`config.mk`:
```
export PLATFORM = sky130hd
export DESIGN_NAME = return_arbiter
export DESIGN_NICKNAME = d
export VERILOG_FILES = /design/src/common/ret_arb_pkg.sv /design/src/source/ret_ram.sv /design/src/write_path/child_ret_buffer.sv /design/src/write_path/group_arbiter.sv /design/src/write_path/ram_write_arbiter.sv /design/src/read_path/rob_reader.sv /design/src/source/return_arbiter.sv
export VERILOG_INCLUDE_DIRS = /design/src /design/src/common
export SDC_FILE = /design/constraint.sdc
export NUM_CORES = 1
export LEC_CHECK = 0
export BUFFER_PORTS_ARGS = -buffer_cell sky130_fd_sc_hd__buf_2
export CORE_MARGIN = 2
export CORE_UTILIZATION = 43
export DETAILED_ROUTE_END_ITERATION = 8
export MAX_ROUTING_LAYER = met4
export SYNTH_ARGS = -nofsm -noshare
export SYNTH_HDL_FRONTEND = slang
export SYNTH_SLANG_ARGS = --single-unit
```
`constraint.sdc`:
```
create_clock -name clk -period 4.5 [get_ports clk]
set_input_delay 0.45 -clock clk [delete_from_list [all_inputs] [get_ports clk]]
set_output_delay 0.45 -clock clk [all_outputs]
set_load 0.03 [all_outputs]
```
`src/common/ret_arb_defines.svh`:
```
`ifndef RET_ARB_DEFINES_SVH
`define RET_ARB_DEFINES_SVH

// Sizes of the return arbiter

// Parent units receiving results
`define RA_PARENT 4

// Child units returning results
`define RA_CHILD 8

// Level-1 arbitration groups
`define RA_GROUPS 2

// Children in each level-1 group, fixed
`define RA_CHILD_PER_GROUP 4

// ROB slots per parent
// Same as the number of call sequence values, so the sequence wraps on the slots
`define RA_ROB_W 4

// Result width of one child return
`define RA_RET_DW 32

`endif

```
`src/common/ret_arb_pkg.sv`:
```
`include "ret_arb_defines.svh"

package ret_arb_pkg;

    // Raw result from a child
    typedef logic [`RA_RET_DW-1:0]            ret_data_t;

    typedef logic [$clog2(`RA_CHILD)-1:0]     child_idx_t;   // Absolute child index
    typedef logic [$clog2(`RA_PARENT)-1:0]    parent_idx_t;  // Parent index
    typedef logic [$clog2(`RA_ROB_W)-1:0]     call_seq_t;    // Call sequence number

    // Stored word, child index above the result
    typedef logic [$bits(child_idx_t)+`RA_RET_DW-1:0] ret_word_t;

    // RAM address, parent above sequence number
    typedef logic [$bits(parent_idx_t)+$bits(call_seq_t)-1:0] ram_addr_t;

endpackage

```
`src/source/ret_ram.sv`:
```
`timescale 1ns/100ps
`include "ret_arb_defines.svh"

module ret_ram
    import ret_arb_pkg::*;
(
    input  logic      clk,
    input  logic      ram_we_i,
    input  ram_addr_t ram_waddr_i,
    input  ret_word_t ram_wdata_i,
    input  logic      ram_re_i,
    input  ram_addr_t ram_raddr_i,
    output ret_word_t ram_rdata_o
);

    // One word per parent and ROB slot
    ret_word_t mem [`RA_PARENT*`RA_ROB_W];

    always_ff @(posedge clk) begin
        if (ram_we_i) begin
            mem[ram_waddr_i] <= ram_wdata_i;
        end
        // Registered read, data valid the cycle after ram_re_i
        if (ram_re_i) begin
            ram_rdata_o <= mem[ram_raddr_i];
        end
    end

endmodule

```
`src/write_path/child_ret_buffer.sv`:
```
`timescale 1ns/100ps
`include "ret_arb_defines.svh"

module child_ret_buffer
    import ret_arb_pkg::*;
(
    input  logic        clk,
    input  logic        rstn,
    input  logic        child_ret_vld_i    [`RA_CHILD],
    input  ret_data_t   child_ret_data_i   [`RA_CHILD],
    input  parent_idx_t child_ret_parent_i [`RA_CHILD],
    input  call_seq_t   child_ret_seq_i    [`RA_CHILD],
    output logic        child_ret_rdy_o    [`RA_CHILD],
    input  logic        buf_take_i         [`RA_CHILD],
    output logic        buf_vld_o          [`RA_CHILD],
    output ret_data_t   buf_data_o         [`RA_CHILD],
    output parent_idx_t buf_parent_o       [`RA_CHILD],
    output call_seq_t   buf_seq_o          [`RA_CHILD]
);

    always_comb begin
        for (int c = 0; c < `RA_CHILD; c++) begin
            child_ret_rdy_o[c] = !buf_vld_o[c];  // Ready only while the entry is empty
        end
    end

    // Entry state, a full entry only leaves on its grant
    always_ff @(posedge clk or negedge rstn) begin
        if (!rstn) begin
            buf_vld_o <= '{default: 1'b0};
        end else begin
            for (int c = 0; c < `RA_CHILD; c++) begin
                if (buf_take_i[c]) begin
                    buf_vld_o[c] <= 1'b0;
                end else if (child_ret_vld_i[c] && !buf_vld_o[c]) begin
                    buf_vld_o[c] <= 1'b1;  // Accept edge
                end
            end
        end
    end

    always_ff @(posedge clk) begin
        for (int c = 0; c < `RA_CHILD; c++) begin
            if (child_ret_vld_i[c] && !buf_vld_o[c]) begin
                buf_data_o[c]   <= child_ret_data_i[c];
                buf_parent_o[c] <= child_ret_parent_i[c];
                buf_seq_o[c]    <= child_ret_seq_i[c];
            end
        end
    end

    // Level-1 grant must only take an occupied entry
    for (genvar c = 0; c < `RA_CHILD; c++) begin : g_chk
        a_take_full: assert property (@(posedge clk) disable iff (!rstn)
            buf_take_i[c] |-> buf_vld_o[c])
            else $error("child %0d granted with empty buffer", c);
    end

endmodule

```
`src/write_path/group_arbiter.sv`:
```
`timescale 1ns/100ps
`include "ret_arb_defines.svh"

module group_arbiter
    import ret_arb_pkg::*;
#(
    parameter int GROUP_BASE = 0  // Absolute index of the group's first child
) (
    input  logic        clk,
    input  logic        rstn,
    input  logic        buf_vld_i    [`RA_CHILD_PER_GROUP],
    input  ret_data_t   buf_data_i   [`RA_CHILD_PER_GROUP],
    input  parent_idx_t buf_parent_i [`RA_CHILD_PER_GROUP],
    input  call_seq_t   buf_seq_i    [`RA_CHILD_PER_GROUP],
    output logic        buf_take_o   [`RA_CHILD_PER_GROUP],
    input  logic        l1_clr_i,
    output logic        l1_vld_o,
    output child_idx_t  l1_child_o,
    output parent_idx_t l1_parent_o,
    output ret_data_t   l1_data_o,
    output call_seq_t   l1_seq_o
);

    typedef logic [$clog2(`RA_CHILD_PER_GROUP)-1:0] lidx_t;  // Index inside the group

    lidx_t rr_ptr;    // Search starts here, one past the last grant
    lidx_t cand;
    lidx_t sel;
    logic  hit;
    logic  can_load;  // Register empty or leaving this cycle

    assign can_load = !l1_vld_o || l1_clr_i;

    // First valid buffer at or after the pointer
    always_comb begin
        hit  = 1'b0;
        sel  = rr_ptr;
        cand = rr_ptr;
        for (int i = 0; i < `RA_CHILD_PER_GROUP; i++) begin
            cand = rr_ptr + lidx_t'(i);  // Wraps on the group size
            if (!hit && buf_vld_i[cand]) begin
                hit = 1'b1;
                sel = cand;
            end
        end
        for (int c = 0; c < `RA_CHILD_PER_GROUP; c++) begin
            buf_take_o[c] = can_load && hit && (sel == lidx_t'(c));  // Grant pulse
        end
    end

    always_ff @(posedge clk or negedge rstn) begin
        if (!rstn) begin
            l1_vld_o <= 1'b0;
            rr_ptr   <= '0;
        end else if (can_load) begin
            l1_vld_o <= hit;  // Drops when cleared with nothing waiting
            if (hit) begin
                rr_ptr <= sel + lidx_t'(1);
            end
        end
    end

    // Group register payload
    always_ff @(posedge clk) begin
        if (can_load && hit) begin
            l1_child_o  <= child_idx_t'(GROUP_BASE) + child_idx_t'(sel);
            l1_parent_o <= buf_parent_i[sel];
            l1_data_o   <= buf_data_i[sel];
            l1_seq_o    <= buf_seq_i[sel];
        end
    end

endmodule

```
`src/write_path/ram_write_arbiter.sv`:
```
`timescale 1ns/100ps
`include "ret_arb_defines.svh"

module ram_write_arbiter
    import ret_arb_pkg::*;
(
    input  logic        clk,
    input  logic        rstn,
    input  logic        l1_vld_i    [`RA_GROUPS],
    input  child_idx_t  l1_child_i  [`RA_GROUPS],
    input  parent_idx_t l1_parent_i [`RA_GROUPS],
    input  ret_data_t   l1_data_i   [`RA_GROUPS],
    input  call_seq_t   l1_seq_i    [`RA_GROUPS],
    output logic        l1_clr_o    [`RA_GROUPS],
    output logic        ram_we_o,
    output ram_addr_t   ram_waddr_o,
    output ret_word_t   ram_wdata_o
);

    typedef logic [$clog2(`RA_GROUPS)-1:0] grp_idx_t;

    grp_idx_t grp_ptr;  // Group with priority this cycle
    grp_idx_t cand;
    grp_idx_t sel;

    // Same-cycle pick, write and clear share one edge
    always_comb begin
        ram_we_o = 1'b0;
        sel      = grp_ptr;
        cand     = grp_ptr;
        for (int i = 0; i < `RA_GROUPS; i++) begin
            cand = grp_ptr + grp_idx_t'(i);
            if (!ram_we_o && l1_vld_i[cand]) begin
                ram_we_o = 1'b1;
                sel      = cand;
            end
        end
        for (int g = 0; g < `RA_GROUPS; g++) begin
            l1_clr_o[g] = ram_we_o && (sel == grp_idx_t'(g));
        end
        ram_waddr_o = {l1_parent_i[sel], l1_seq_i[sel]};  // Slot of this call
        ram_wdata_o = {l1_child_i[sel], l1_data_i[sel]};
    end

    always_ff @(posedge clk or negedge rstn) begin
        if (!rstn) begin
            grp_ptr <= '0;
        end else if (ram_we_o) begin
            grp_ptr <= sel + grp_idx_t'(1);
        end
    end

endmodule

```
`src/read_path/rob_reader.sv`:
```
`timescale 1ns/100ps
`include "ret_arb_defines.svh"

module rob_reader
    import ret_arb_pkg::*;
(
    input  logic      clk,
    input  logic      rstn,
    input  logic      ram_we_i,
    input  ram_addr_t ram_waddr_i,
    output logic      ram_re_o,
    output ram_addr_t ram_raddr_o,
    input  ret_word_t ram_rdata_i,
    input  logic      parent_ret_pop_i  [`RA_PARENT],
    output logic      parent_ret_vld_o  [`RA_PARENT],
    output ret_word_t parent_ret_word_o [`RA_PARENT]
);

    localparam int SLOTS = `RA_PARENT * `RA_ROB_W;
    typedef logic [SLOTS-1:0] slot_map_t;

    slot_map_t              rob_vld;               // One bit per RAM word, indexed by address
    call_seq_t              pop_seq [`RA_PARENT];  // Next sequence each parent expects
    logic [`RA_PARENT-1:0]  inflight;              // Read issued, output not yet filled
    parent_idx_t            rr_ptr;
    parent_idx_t            cand;
    parent_idx_t            rd_par;
    logic                   rd_go;
    ram_addr_t              rd_addr;
    logic                   rdat_vld_q;  // ram_rdata_i holds a word this cycle
    parent_idx_t            rdat_par_q;

    // Round robin over parents ready for their next word
    always_comb begin
        rd_go  = 1'b0;
        rd_par = rr_ptr;
        cand   = rr_ptr;
        for (int i = 0; i < `RA_PARENT; i++) begin
            cand = rr_ptr + parent_idx_t'(i);
            if (!rd_go && rob_vld[{cand, pop_seq[cand]}] &&
                !parent_ret_vld_o[cand] && !inflight[cand]) begin
                rd_go  = 1'b1;
                rd_par = cand;
            end
        end
    end

    assign rd_addr = {rd_par, pop_seq[rd_par]};

    always_ff @(posedge clk or negedge rstn) begin
        if (!rstn) begin
            rob_vld          <= '0;
            pop_seq          <= '{default: '0};
            inflight         <= '0;
            rr_ptr           <= '0;
            ram_re_o         <= 1'b0;
            rdat_vld_q       <= 1'b0;
            parent_ret_vld_o <= '{default: 1'b0};
        end else begin
            ram_re_o   <= rd_go;     // Read issues on the edge after the pick
            rdat_vld_q <= ram_re_o;  // RAM data one cycle later
            if (rd_go) begin
                rob_vld[rd_addr] <= 1'b0;
                pop_seq[rd_par]  <= pop_seq[rd_par] + call_seq_t'(1);
                rr_ptr           <= rd_par + parent_idx_t'(1);
            end
            if (ram_we_i) begin
                rob_vld[ram_waddr_i] <= 1'b1;  // Never the slot being read
            end
            for (int p = 0; p < `RA_PARENT; p++) begin
                if (rdat_vld_q && (rdat_par_q == parent_idx_t'(p))) begin
                    parent_ret_vld_o[p] <= 1'b1;
                    inflight[p]         <= 1'b0;
                end else begin
                    if (parent_ret_pop_i[p]) parent_ret_vld_o[p] <= 1'b0;  // Pop on empty is a no-op
                    if (rd_go && (rd_par == parent_idx_t'(p))) inflight[p] <= 1'b1;
                end
            end
        end
    end

    always_ff @(posedge clk) begin
        if (rd_go) ram_raddr_o <= rd_addr;
        if (ram_re_o) rdat_par_q <= parent_idx_t'(ram_raddr_o >> $bits(call_seq_t));
        for (int p = 0; p < `RA_PARENT; p++) begin
            if (rdat_vld_q && (rdat_par_q == parent_idx_t'(p))) begin
                parent_ret_word_o[p] <= ram_rdata_i;
            end
        end
    end

    // More than ROB_W calls outstanding on a parent would land here
    a_wr_free: assert property (@(posedge clk) disable iff (!rstn)
        ram_we_i |-> !rob_vld[ram_waddr_i])
        else $error("return written to occupied ROB slot %0d", ram_waddr_i);

    a_rd_set: assert property (@(posedge clk) disable iff (!rstn)
        ram_re_o |-> |($past(rob_vld) & (slot_map_t'(1) << ram_raddr_o)))
        else $error("RAM read of empty ROB slot %0d", ram_raddr_o);

    a_no_overwrite: assert property (@(posedge clk) disable iff (!rstn)
        rdat_vld_q |-> !parent_ret_vld_o[rdat_par_q])
        else $error("output buffer of parent %0d overwritten", rdat_par_q);

endmodule

```
`src/source/return_arbiter.sv`:
```
`timescale 1ns/100ps
`include "ret_arb_defines.svh"

module return_arbiter
    import ret_arb_pkg::*;
(
    input  logic        clk,
    input  logic        rstn,
    input  logic        child_ret_vld_i    [`RA_CHILD],
    input  ret_data_t   child_ret_data_i   [`RA_CHILD],
    input  parent_idx_t child_ret_parent_i [`RA_CHILD],
    input  call_seq_t   child_ret_seq_i    [`RA_CHILD],
    output logic        child_ret_rdy_o    [`RA_CHILD],
    input  logic        parent_ret_pop_i   [`RA_PARENT],
    output logic        parent_ret_vld_o   [`RA_PARENT],
    output ret_word_t   parent_ret_word_o  [`RA_PARENT]
);

    // Child input buffers
    logic        buf_vld    [`RA_CHILD];
    ret_data_t   buf_data   [`RA_CHILD];
    parent_idx_t buf_parent [`RA_CHILD];
    call_seq_t   buf_seq    [`RA_CHILD];
    logic        grp_take   [`RA_CHILD];

    // Level-1 group registers
    logic        l1_vld    [`RA_GROUPS];
    child_idx_t  l1_child  [`RA_GROUPS];
    parent_idx_t l1_parent [`RA_GROUPS];
    ret_data_t   l1_data   [`RA_GROUPS];
    call_seq_t   l1_seq    [`RA_GROUPS];
    logic        l1_clr    [`RA_GROUPS];

    logic      ram_we;
    ram_addr_t ram_waddr;
    ret_word_t ram_wdata;
    logic      ram_re;
    ram_addr_t ram_raddr;
    ret_word_t ram_rdata;

    child_ret_buffer u_child_ret_buffer (
        .clk                (clk),
        .rstn               (rstn),
        .child_ret_vld_i    (child_ret_vld_i),
        .child_ret_data_i   (child_ret_data_i),
        .child_ret_parent_i (child_ret_parent_i),
        .child_ret_seq_i    (child_ret_seq_i),
        .child_ret_rdy_o    (child_ret_rdy_o),
        .buf_take_i         (grp_take),
        .buf_vld_o          (buf_vld),
        .buf_data_o         (buf_data),
        .buf_parent_o       (buf_parent),
        .buf_seq_o          (buf_seq)
    );

    // Children 0 to 3
    group_arbiter #(.GROUP_BASE(0)) u_group0 (
        .clk          (clk),
        .rstn         (rstn),
        .buf_vld_i    (buf_vld[0:`RA_CHILD_PER_GROUP-1]),
        .buf_data_i   (buf_data[0:`RA_CHILD_PER_GROUP-1]),
        .buf_parent_i (buf_parent[0:`RA_CHILD_PER_GROUP-1]),
        .buf_seq_i    (buf_seq[0:`RA_CHILD_PER_GROUP-1]),
        .buf_take_o   (grp_take[0:`RA_CHILD_PER_GROUP-1]),
        .l1_clr_i     (l1_clr[0]),
        .l1_vld_o     (l1_vld[0]),
        .l1_child_o   (l1_child[0]),
        .l1_parent_o  (l1_parent[0]),
        .l1_data_o    (l1_data[0]),
        .l1_seq_o     (l1_seq[0])
    );

    // Children 4 to 7
    group_arbiter #(.GROUP_BASE(4)) u_group1 (
        .clk          (clk),
        .rstn         (rstn),
        .buf_vld_i    (buf_vld[`RA_CHILD_PER_GROUP:`RA_CHILD-1]),
        .buf_data_i   (buf_data[`RA_CHILD_PER_GROUP:`RA_CHILD-1]),
        .buf_parent_i (buf_parent[`RA_CHILD_PER_GROUP:`RA_CHILD-1]),
        .buf_seq_i    (buf_seq[`RA_CHILD_PER_GROUP:`RA_CHILD-1]),
        .buf_take_o   (grp_take[`RA_CHILD_PER_GROUP:`RA_CHILD-1]),
        .l1_clr_i     (l1_clr[1]),
        .l1_vld_o     (l1_vld[1]),
        .l1_child_o   (l1_child[1]),
        .l1_parent_o  (l1_parent[1]),
        .l1_data_o    (l1_data[1]),
        .l1_seq_o     (l1_seq[1])
    );

    ram_write_arbiter u_ram_write_arbiter (
        .clk         (clk),
        .rstn        (rstn),
        .l1_vld_i    (l1_vld),
        .l1_child_i  (l1_child),
        .l1_parent_i (l1_parent),
        .l1_data_i   (l1_data),
        .l1_seq_i    (l1_seq),
        .l1_clr_o    (l1_clr),
        .ram_we_o    (ram_we),
        .ram_waddr_o (ram_waddr),
        .ram_wdata_o (ram_wdata)
    );

    ret_ram u_ret_ram (
        .clk         (clk),
        .ram_we_i    (ram_we),
        .ram_waddr_i (ram_waddr),
        .ram_wdata_i (ram_wdata),
        .ram_re_i    (ram_re),
        .ram_raddr_i (ram_raddr),
        .ram_rdata_o (ram_rdata)
    );

    // ROB bitmap follows the RAM write port
    rob_reader u_rob_reader (
        .clk               (clk),
        .rstn              (rstn),
        .ram_we_i          (ram_we),
        .ram_waddr_i       (ram_waddr),
        .ram_re_o          (ram_re),
        .ram_raddr_o       (ram_raddr),
        .ram_rdata_i       (ram_rdata),
        .parent_ret_pop_i  (parent_ret_pop_i),
        .parent_ret_vld_o  (parent_ret_vld_o),
        .parent_ret_word_o (parent_ret_word_o)
    );

endmodule

```
# Yosys cells after proc, flatten, opt, wreduce, memory -nomap -nowiden
# Memory sizes are Yosys's and may differ from the RTL's. A register that Yosys moved wholly into a read port is not among the register bits.
# Index checks and enable logic that the tools add are counted.
# Widths: inputs -> output; s select.
op_classes:
  addsub: 16
  n_lt_le_gt_ge: 31
  eq_ne: 12
  n_mux: 170
  n_bitwise: 22
  reduce_logical: 101
op_table:
  columns: ["op", "n"]
  rows:
  - ["$mux 32", 7]
  - ["$bmux 32 s2", 2]
  - ["$mux 1", 89]
  - ["$mux 2", 34]
  - ["$logic_and 1x1->1", 49]
  - ["$ge 3x3->1 const B", 15]
  - ["$not 2->3", 15]
  - ["$bmux 2 s2", 9]
  - ["$bmux 1 s2", 16]
  - ["$mux 16", 2]
  - ["$reduce_bool 2->1", 16]
  - ["$lt 4x5->1 const B", 6]
  - ["$logic_not 1->1", 28]
  - ["$and 16x16->16", 1]
  - ["$bmux 1 s4", 4]
  - ["$eq 2x2->1 const B", 8]
  - ["$not 16->16", 1]
  - ["$or 16x16->16", 1]
  - ["$add 2x1->2 const B", 7]
  - ["$add 2x2->2 const B", 6]
  - ["$lt 2x3->1 const B", 4]
  - ["$mux 3", 3]
  - ["$bwmux 8", 1]
  - ["$demux 1 s4", 2]
  - ["other kinds (12)", 26]
totals:
  ff_bits: 562
  mem_bits_rw: 560
  inputBits: 302
  out_inout_bits: 152
  wordCells: 420
  mem_count: 1
mem_list:
  columns: ["memory", "words", "width", "rd", "rd_clocked_by_memory_dff", "write_ports", "line", "source"]
  rows:
  - ["u_ret_ram.mem", 16, 35, 1, 1, 1, "ret_ram.sv:17", "ret_word_t mem [`RA_PARENT*`RA_ROB_W];"]

# Longest topological paths before layout
# Gate-level depths: netlist of run 1.
logic_depth:
  depth_word: 37
  ltp_mapped: 15

# Cells and area by module
# From an unflattened synthesis of run 1, not the netlist that was laid out.
hier_totals:
  cells_unflattened: 2139
  hier_area_um2: 44031.0
by_module_without_submodules:
  columns: ["mod", "n_inst", "cells_each", "area_each_um2", "seq_area_each_um2"]
  rows:
  - ["ret_ram", 1, 914, 22404.0, 17867.1]
  - ["child_ret_buffer", 1, 320, 9008.6, 8848.5]
  - ["rob_reader", 1, 436, 7101.8, 5285.1]
  - ["group_arbiter (u_group1)", 1, 284, 2508.7, 1216.2]
  - ["group_arbiter (u_group0)", 1, 133, 2412.3, 1216.2]
  - ["ram_write_arbiter", 1, 52, 595.6, 25.0]

# Worst setup path after synthesis of run 1
# OpenSTA, ideal clock, no wires.
synth_path:
  path_type: "register to register"
  start: "register u_ram_write_arbiter.grp_ptr"
  end: "memory u_ret_ram.mem[11][0] in the netlist's numbering (enable)"
  setup_ps: 473
  t_arrival_ps: 3908
  t_required_ps: 4027
  path_slack_ps: 118
  path_stages_with_launch: 8
  path_buffers: 2
  synth_period_minus_slack_ps: 4382
  path_cell_list: "dfrtp_1 -> nand2_1 -> nand2_1 -> o21a_1 -> clkbuf_1 -> clkbuf_1 -> a31oi_1 -> nor3_1"
synth_via:
  elab_chain_len: 12
  elab_cells_between_ends: 23
  cone_classes: "add/sub (1); mux (17); bitwise (3); reduce/logical (2)"
synth_rtl:
  columns: ["item", "line", "source"]
  rows:
  - ["start: declaration", "ram_write_arbiter.sv:22", "grp_idx_t grp_ptr;"]
  - ["start signal: assignment", "ram_write_arbiter.sv:49", "grp_ptr <= sel + grp_idx_t'(1);"]
  - ["$not 1->2 (implied by the code)", "ram_write_arbiter.sv:33", "if (!ram_we_o && l1_vld_i[cand]) begin"]
  - ["$mux 1 (implied by the code) (3 in series)", "ram_write_arbiter.sv:33", null]
  - ["$mux 1", "ram_write_arbiter.sv:33", null]
  - ["$logic_not 1->1", "ram_write_arbiter.sv:33", null]
  - ["$logic_and 1x1->1", "ram_write_arbiter.sv:33", null]
  - ["$mux 1", "ram_write_arbiter.sv:33", null]
  - ["$not 1->2 (implied by the code)", "ram_write_arbiter.sv:41", "ram_waddr_o = {l1_parent_i[sel], l1_seq_i[sel]};"]
  - ["$mux 2 (implied by the code) (3 in series)", "ram_write_arbiter.sv:41", null]
  - ["end: declaration", "ret_ram.sv:17", null]
# Several ways; a longest one is shown, not always the timed one. The select of a mux whose other input is x is not followed.

# Worst setup path in the final report of run 1
layout_path:
  start: "register u_rob_reader.rr_ptr[1]"
  end: "register u_rob_reader.rob_vld[7]"
layout_via:
  elab_chain_len: 37
  elab_cells_between_ends: 90
  cone_classes: "add/sub (3); order compare (2); mux (54); bitwise (8); reduce/logical (23)"
layout_rtl:
  columns: ["item", "line", "source"]
  rows:
  - ["start: declaration", "rob_reader.sv:25", "parent_idx_t rr_ptr;"]
  - ["start signal: assignment", "rob_reader.sv:65", "rr_ptr <= rd_par + parent_idx_t'(1);"]
  - ["$not 2->3 (implied by the code)", "rob_reader.sv:40, rob_reader.sv:41", null]
  - ["$bmux 2 s2", "rob_reader.sv:40", "if (!rd_go && rob_vld[{cand, pop_seq[cand]}] &&"]
  - ["$mux 2 (implied by the code) (2 in series)", "rob_reader.sv:40", null]
  - ["$bmux 1 s4", "rob_reader.sv:40", null]
  - ["$mux 1 (implied by the code)", "rob_reader.sv:40", null]
  - ["$logic_and 1x1->1", "rob_reader.sv:40", null]
  - ["$logic_and 1x1->1", "rob_reader.sv:41", "!parent_ret_vld_o[cand] && !inflight[cand]) begin"]
  - ["$mux 1", "rob_reader.sv:40", null]
  - ["[19 not listed]", null, null]
  - ["via u_rob_reader.rd_addr[1]", "rob_reader.sv:29", "ram_addr_t rd_addr;"]
  - ["[1 not listed]", null, null]
  - ["$logic_and 1x1->1 (implied by the code)", "rob_reader.sv:63", "rob_vld[rd_addr] <= 1'b0;"]
  - ["$mux 1 (implied by the code)", "rob_reader.sv:63", null]
  - ["$demux 1 s4 (*)", null, null]
  - ["$not 16->16 (no source line) (*)", null, null]
  - ["$and 16x16->16 (no source line) (*)", null, null]
  - ["$mux 16 (*)", "rob_reader.sv:62", "if (rd_go) begin"]
  - ["$or 16x16->16 (no source line)", null, null]
  - ["$mux 16 (*)", "rob_reader.sv:67", "if (ram_we_i) begin"]
  - ["end signal: assignment", "rob_reader.sv:52", "rob_vld <= '0;"]
  - ["end signal: indexed assignment", "rob_reader.sv:63", null]
  - ["end signal: indexed assignment", "rob_reader.sv:68", "rob_vld[ram_waddr_i] <= 1'b1;"]
  - ["end: declaration", "rob_reader.sv:22", "slot_map_t rob_vld;"]
# Mark *: on every way through the listed nets, which the timed path passes. The rest lies on a longest branch. The select of a mux whose other input is x is not followed.
# A chain may end at the register's enable or synchronous reset.

==> impl_metrics.yaml, run 1 <==
sta:
  worst_slew_pin_slew_ns: 1.22
  tns_ns: 0
  max_freq_mhz: 247
  rsz0062_at_grt: "no"
  setup_slack_ns: 0.457
  max_slew_margin_pct: 18.3
  hold_viol_final: 0
  setup_viol: 0
  skew_ns: 0.0307
  fin_crit_ns: 4.04
  fin_crit_sh_pct: 89.9
  holdWs_ns: 0.0447
  drv_slew: 0
cts:
  worstSkewPairLatency_ns: 0.70
  cts.sinks: 1156
  clk_path_buf_depth: 3
  cts-htree-levels: 3
  clk_pin_slew_ns: 0.06
  cts_buffers: 116
  cts_tree: "built"
  root_buffer: "clkbuf_16"
setup_path:
  end_kind: "flop"
  crit_type: "flop to flop"
  crit_arrival_ns: 4.62
  worst-path-max-fanout: 15
  required_ns: 5.08
  worstSetupStartpointType: "flop"
job:
  cap_violations: 0
finish:
  fin_cells: 4267
  most-common-layout-cells: "edfxtp_1 (1105), buf_2 (453), dlygate4sd3_1 (298)"
  nets: 3183
  seq_area_um2: 34500
  multi_input_area_um2: 8430
  area_growth_pct: 25.6
  drive_above_1_share_pct: 33.2
  nFillCells: 7498
  final_common_cell: "edfxtp_1"
synthesis:
  synth_cells: 2022
  synth-edff-count: 1105
  synth_area_um2: 43100
  synth-main-ff-cell: "edfxtp_1"
  async_flop_share_pct: 4.41
  synth-seq-area-share_pct: 79.9
  post_synth.cell_area_avg_um2: 21.3
  synth_cell_types: 61
  synth_nets: 2340
  yosysWarnings: 0
  ys_ff_latch: 1156
floorplanning:
  fp.coreArea_um2: 99700
  num_rows: 116
  die-area_um2: 103000
  die_y_um: 321
  die_w_um: 321
  io_pins: 454
  initial_core_util_pct: 43.2
global_routing:
  grt_pass1_vias: 24100
  grt_usage_pct: 20.6
  antenna_found_initial: 4
  grt_start_max_net_pins: 65
  grt_pass1_wl_um: 152000
  overflow: 0
run_status:
  status: "completed"
route:
  finalWirelength_um: 103000
  drtAntennaViolNets: 0
  drc_errors: 0
  drtPass1Iterations: 6
  vias: 22600
  vias_per_cell: 5.31
  wl_per_cell_um: 24.2
  drt-initial-drc-count: 1823
power:
  swShare_pct: 33.3
  internal-power_uw: 25800
  p_leak_uw: 0.0190
  power.switching_uw: 12900
  p_per_area_nw_per_um2: 714
  comb_power_share_pct: 33.2
  clkPwrFrac_pct: 24.1
  ir_drop_mv: 0.486
  seqPwrFrac_pct: 42.7
place:
  gp_congestion: 0.803
  hpwlAfterDp_um: 63300
  place_ws_ns: 0.496
  port_buffers: 453
  placedCellCount: 3747
worst_hold_path:
  hold_class: "input pin to flop"
-- synthesized netlist by cell type (3+ instances only) --
| library cell | number | area (µm²) |
|---|---|---|
| dfrtp_1 | 51 | 1280 |
| a21o_1 | 21 | 158 |
| mux2i_1 | 19 | 190 |
| and3_1 | 38 | 238 |
| nor2b_1 | 15 | 93.8 |
| nand4_1 | 3 | 18.8 |
| clkbuf_1 | 53 | 199 |
| nand2b_1 | 9 | 56.3 |
| nand2_1 | 177 | 664 |
| a31oi_1 | 42 | 263 |
| nor2_1 | 49 | 184 |
| a21oi_1 | 15 | 75.1 |
| nand3_1 | 5 | 25.0 |
| o21a_1 | 5 | 37.5 |
| buf_2 | 7 | 35.0 |
| ha_1 | 16 | 200 |
| buf_1 | 23 | 86.3 |
| nor3b_1 | 6 | 45.0 |
| inv_1 | 28 | 105 |
| edfxtp_1 | 1105 | 33200 |
| nor4_1 | 3 | 18.8 |
| mux2_2 | 41 | 462 |
| mux4_2 | 218 | 4910 |
| nor3_1 | 13 | 65.1 |
| o21ai_0 | 14 | 70.1 |
-- layout make-up --
type,count,share of cell area [%]
well taps,1298,3.00
clock buffers,147,5.65
repair buffers,811,10.8
flip-flops and latches,1156,63.6
clock inverters,72,1.14
diodes,3,0.0139
multi-input cells,750,15.6
inverters,30,0.208
-- flip-flops by register name, indices dropped and copies added, names as in the netlist, 2 cells and up --
register,count
u_child_ret_buffer.buf_seq_o,16
u_rob_reader.pop_seq,8
u_group0.l1_data_o,32
u_ret_ram.mem,560
u_group0.rr_ptr,2
u_child_ret_buffer.buf_data_o,256
u_child_ret_buffer.buf_parent_o,16
u_rob_reader.rr_ptr,2
u_ret_ram.ram_rdata_o,35
u_group1.l1_child_o,2
u_child_ret_buffer.buf_vld_o,8
u_group1.l1_seq_o,2
u_rob_reader.rob_vld,16
u_group0.l1_child_o,2
u_rob_reader.ram_raddr_o,4
u_rob_reader.inflight,4
u_rob_reader.parent_ret_word_o,140
u_rob_reader.parent_ret_vld_o,4
u_group1.l1_parent_o,2
u_group0.l1_parent_o,2
u_group0.l1_seq_o,2
u_rob_reader.rdat_par_q,2
u_group1.l1_data_o,32
u_group1.rr_ptr,2
-- routing by layer --
layer / GRT usage [%] / up-vias / wire length, µm
met5: - / - / 0
met3: 3.32 / 191 / 5770
met1: 26.6 / 11600 / 43000
met4: 6.07 / 0 / 2850
met2: 33.8 / 893 / 51500
li1: - / 9952 / -
-- power groups by stage --
| stage | clock network (µW) | registers [µW] | logic, µW |
|---|---|---|---|
| floorplan | 0 | 17100 | 7850 |
| global placement | 0 | 16600 | 12700 |
| detailed placement | 0 | 16700 | 12800 |
| CTS | 9520 | 16500 | 13000 |
| global route | 9950 | 16700 | 13800 |
| finish | 9330 | 16500 | 12800 |
-- timing repair --
action | CTS | global route
buffers inserted | 0 | 0
hold buffers | 298 | 0
hold endpoints to repair | 348 | 0
resized for setup | 0 | 0
-- metrics by stage --
stage | area (µm²) | utilization (%) | total power (µW)
final | 54200 | 54.3 | 38700
after global routing | 54200 | 54.3 | 40500
after CTS | 54200 | 54.3 | 39100
after detailed placement | 47500 | 47.6 | 29500
after global placement | 47500 | 47.6 | 29300
after floorplan | 43100 | - | 24900
-- worst paths after layout --
kind | from | to | slack (ns) | cells after the start
max reg2reg | u_rob_reader.rr_ptr[1]$_DFFE_PN0N_ | u_rob_reader.rob_vld[7]$_DFF_PN0_ | 0.46 | 11
min | parent_ret_pop_i[3] | u_rob_reader.parent_ret_vld_o[3]$_DFFE_PN0P_ | 0.04 | 3
min in group asynchronous | rstn | u_child_ret_buffer.buf_vld_o[3]$_DFFE_PN0P_ | 0.42 | 3
max | u_rob_reader.rr_ptr[1]$_DFFE_PN0N_ | u_rob_reader.rob_vld[7]$_DFF_PN0_ | 0.46 | 11
max in group asynchronous | rstn | u_rob_reader.ram_re_o$_DFF_PN0_ | 3.49 | 3
min reg2reg | u_ret_ram.ram_rdata_o[14]$_DFFE_PP_ | u_rob_reader.parent_ret_word_o[14]$_DFFE_PP_ | 0.49 | 0
-- worst max-delay path: stages, from the launching register on --
cell	delay, ns
dfrtp_1	0.74
mux4_2	0.60
mux2_4	0.21
nand3_1	0.08
a311oi_2	0.40
nor3_1	0.14
xnor2_1	0.57
buf_4	0.29
mux2i_1	0.34
ha_1	0.30
nand2_1	0.07
a21o_1	0.18
-- cells by family after synthesis --
group	Yosys count	synth area share (%)
xor+xnor	2	0.0842
flops	1156	79.9
fa+ha+maj	16	0.464
compound gates	122	1.96
buf+inv	116	1.07
simple gates	330	3.51
mux	280	13.0
Power figures use the tool's default switching activity.
==> inputs of run 2 (changes only) <==
--- a/config.mk
+++ b/config.mk
@@ -11,6 +11,7 @@
 export CORE_UTILIZATION = 43
 export DETAILED_ROUTE_END_ITERATION = 8
 export MAX_ROUTING_LAYER = met4
+export RECOVER_POWER = 100
 export SYNTH_ARGS = -nofsm -noshare
 export SYNTH_HDL_FRONTEND = slang
 export SYNTH_SLANG_ARGS = --single-unit
==> impl_metrics.yaml, run 2 (synthesized netlist as in run 1, its figures left out) <==
run_status:
  status: "complete, but fails checks"
  failed_checks: "capacitance limit, slew limit"
cts:
  cts.sinks: 1156
  cts-htree-levels: 3
  post_cts_buffers: 0
  cts_buffers: 116
  postCtsHoldBufs: 298
  root_buffer: "clkbuf_16"
  cts_tree: "built"
  clk_path_buf_depth: 3
  worstSkewPairLatency_ns: 0.70
  cts_resized: 0
  clk_pin_slew_ns: 0.06
route:
  vias: 22600
  wl_per_cell_um: 24.2
  drt-initial-drc-count: 1814
  drtAntennaViolNets: 0
  drtPass1Iterations: 5
  finalWirelength_um: 103000
  drc_errors: 0
  vias_per_cell: 5.30
sta:
  max_freq_mhz: 243
  worst_slew_pin_slew_ns: 3.73
  skew_ns: 0.0299
  rsz0062_at_grt: "no"
  drv_slew: 838
  tns_ns: 0
  setup_slack_ns: 0.393
  hold_viol_final: 0
  setup_viol: 0
  fin_crit_ns: 4.11
  fin_crit_sh_pct: 91.3
  max_slew_margin_pct: -149
finish:
  nets: 3183
  post-route-util_pct: 53.7
  fin_area_um2: 53600
  drive_above_1_share_pct: 23.6
  regMostFlops: "u_ret_ram.mem"
  reg.largest.list: "u_ret_ram.mem: 560 flops, u_child_ret_buffer.buf_data_o: 256 flops, u_rob_reader.parent_ret_word_o: 140 flops"
  area_growth_pct: 24.2
  largest_register_ffs: 560
  most-common-layout-cells: "edfxtp_1 (1105), dlygate4sd3_1 (298), clkbuf_1 (256)"
  final_common_cell: "edfxtp_1"
setup_path:
  crit_arrival_ns: 4.41
  crit_top_cell: "nand2_1"
  crit_type: "flop to flop"
  reg2reg_to: "u_ret_ram.mem[9][11]$_DFFE_PP_"
  critical_path.slowest_cell: "nor2_2"
  reg2regPathDepth: 7
  slowest_delay_ns: 1.20
  r2r-start: "u_ram_write_arbiter.grp_ptr$_DFFE_PN0N_"
  worstSetupStartpointType: "flop"
  r2r_slack_ns: 0.39
  cp_cell_sequence: "nand2_1, nand2_1, o21a_1, mux2i_1, nand2b_1, nor2_2, clkbuf_2"
  end_kind: "flop"
  worst-path-max-fanout: 19
  required_ns: 4.80
power:
  internal-power_uw: 25600
  p_leak_uw: 0.0183
  seqPwrFrac_pct: 43.2
  ir_drop_mv: 0.475
  p_per_area_nw_per_um2: 716
  clkPwrFrac_pct: 24.3
  swShare_pct: 33.3
  comb_power_share_pct: 32.5
  power.switching_uw: 12800
global_routing:
  antenna_found_initial: 4
  grt_pass1_vias: 24100
  grt_pass1_wl_um: 152000
  grt_usage_pct: 20.6
  grt_start_max_net_pins: 65
  overflow: 0
place:
  gp_congestion: 0.803
  placed_cell_area_um2: 47500
  port_buffers: 453
  place_ws_ns: 0.496
  hpwlAfterDp_um: 63300
worst_hold_path:
  hold_class: "input pin to flop"
  holdCritStartpoint: "parent_ret_pop_i[3]"
  worstHoldPathCells: 3
  whs_endpoint: "u_rob_reader.parent_ret_vld_o[3]$_DFFE_PN0P_"
floorplanning:
  io_pins: 454
  num_rows: 116
  fp.coreArea_um2: 99700
  initial_core_util_pct: 43.2
  die_y_um: 321
  die_w_um: 321
  die-area_um2: 103000
job:
  cap_violations: 27
run 2: changes by cell type in the layout (fill, tap and decap cells not counted), moves of 7 or more:
cell      delta
clkbuf_1   +227
buf_2      -206
mux2_1      +34
mux2_2      -34
buf_4       -33
clkbuf_2    +12
nor2_4       -8
nor2b_1      +8
nor2b_4      -8
nor2_2       +7
run 2: worst max path at each step:
stage | from | slack, ns | cells past startpoint | endpoint
final | u_ram_write_arbiter.grp_ptr$_DFFE_PN0N_ | 0.39 | 7 | u_ret_ram.mem[9][11]$_DFFE_PP_
after global routing | u_ram_write_arbiter.grp_ptr$_DFFE_PN0N_ | 0.15 | 7 | u_ret_ram.mem[9][17]$_DFFE_PP_
after CTS | u_rob_reader.rr_ptr[1]$_DFFE_PN0N_ | 0.47 | 11 | u_rob_reader.rob_vld[6]$_DFF_PN0_
after detailed placement | u_rob_reader.rr_ptr[1]$_DFFE_PN0N_ | 0.50 | 11 | u_rob_reader.rob_vld[6]$_DFF_PN0_
after global placement | u_rob_reader.rr_ptr[1]$_DFFE_PN0N_ | 0.51 | 11 | u_rob_reader.rob_vld[6]$_DFF_PN0_
after floorplan | u_ram_write_arbiter.grp_ptr$_DFFE_PN0N_ | 0.12 | 7 | u_ret_ram.mem[11][0]$_DFFE_PP_
run 2: per-stage QoR:
step / hold WS (ns) / total power (µW) / cells
2_1_floorplan: 0.154 / 24900 / 2022
3_3_place_gp: 0.471 / 29300 / 3747
3_5_place_dp: 0.482 / 29500 / 3747
4_1_cts: 0.00282 / 39100 / 4264
5_1_grt: 0.0315 / 40200 / 4266
6_report: 0.0444 / 38400 / 4267
run 2: layout make-up:
class                   count  area (µm²)
well taps                1298        1620
repair buffers            811        5460
clock inverters            72         618
flip-flops and latches   1156       34500
clock buffers             147        3060
diodes                      3        7.51
fillers                  7658       46100
multi-input cells         750        8240
inverters                  30         113
run 2: power groups by stage:
| stage | logic [µW] | clock network (µW) | registers [µW] |
|---|---|---|---|
| after floorplan | 7850 | 0 | 17100 |
| after global placement | 12700 | 0 | 16600 |
| after detailed placement | 12800 | 0 | 16700 |
| after CTS | 13000 | 9520 | 16500 |
| after global routing | 13500 | 9950 | 16800 |
| final | 12500 | 9330 | 16600 |
run 2: routing by layer:
metal,GRT usage (%),wire length (µm),share of wire [%],up-vias
li1,-,-,-,9951
met1,26.6,43300,42,11600
met2,33.8,51600,50,864
met3,3.32,5670,5.5,190
met4,6.07,2820,2.7,0
met5,-,0,0,-
run 2: worst max-delay path, delay by kind of cell (launching register included):
family	cells	cell delay (ns)
AND/OR/NAND/NOR	4	1.79
buffers and inverters	1	0.72
flip-flops	1	0.43
AO/OA/AOI/OAI	1	0.43
multiplexers	1	0.32
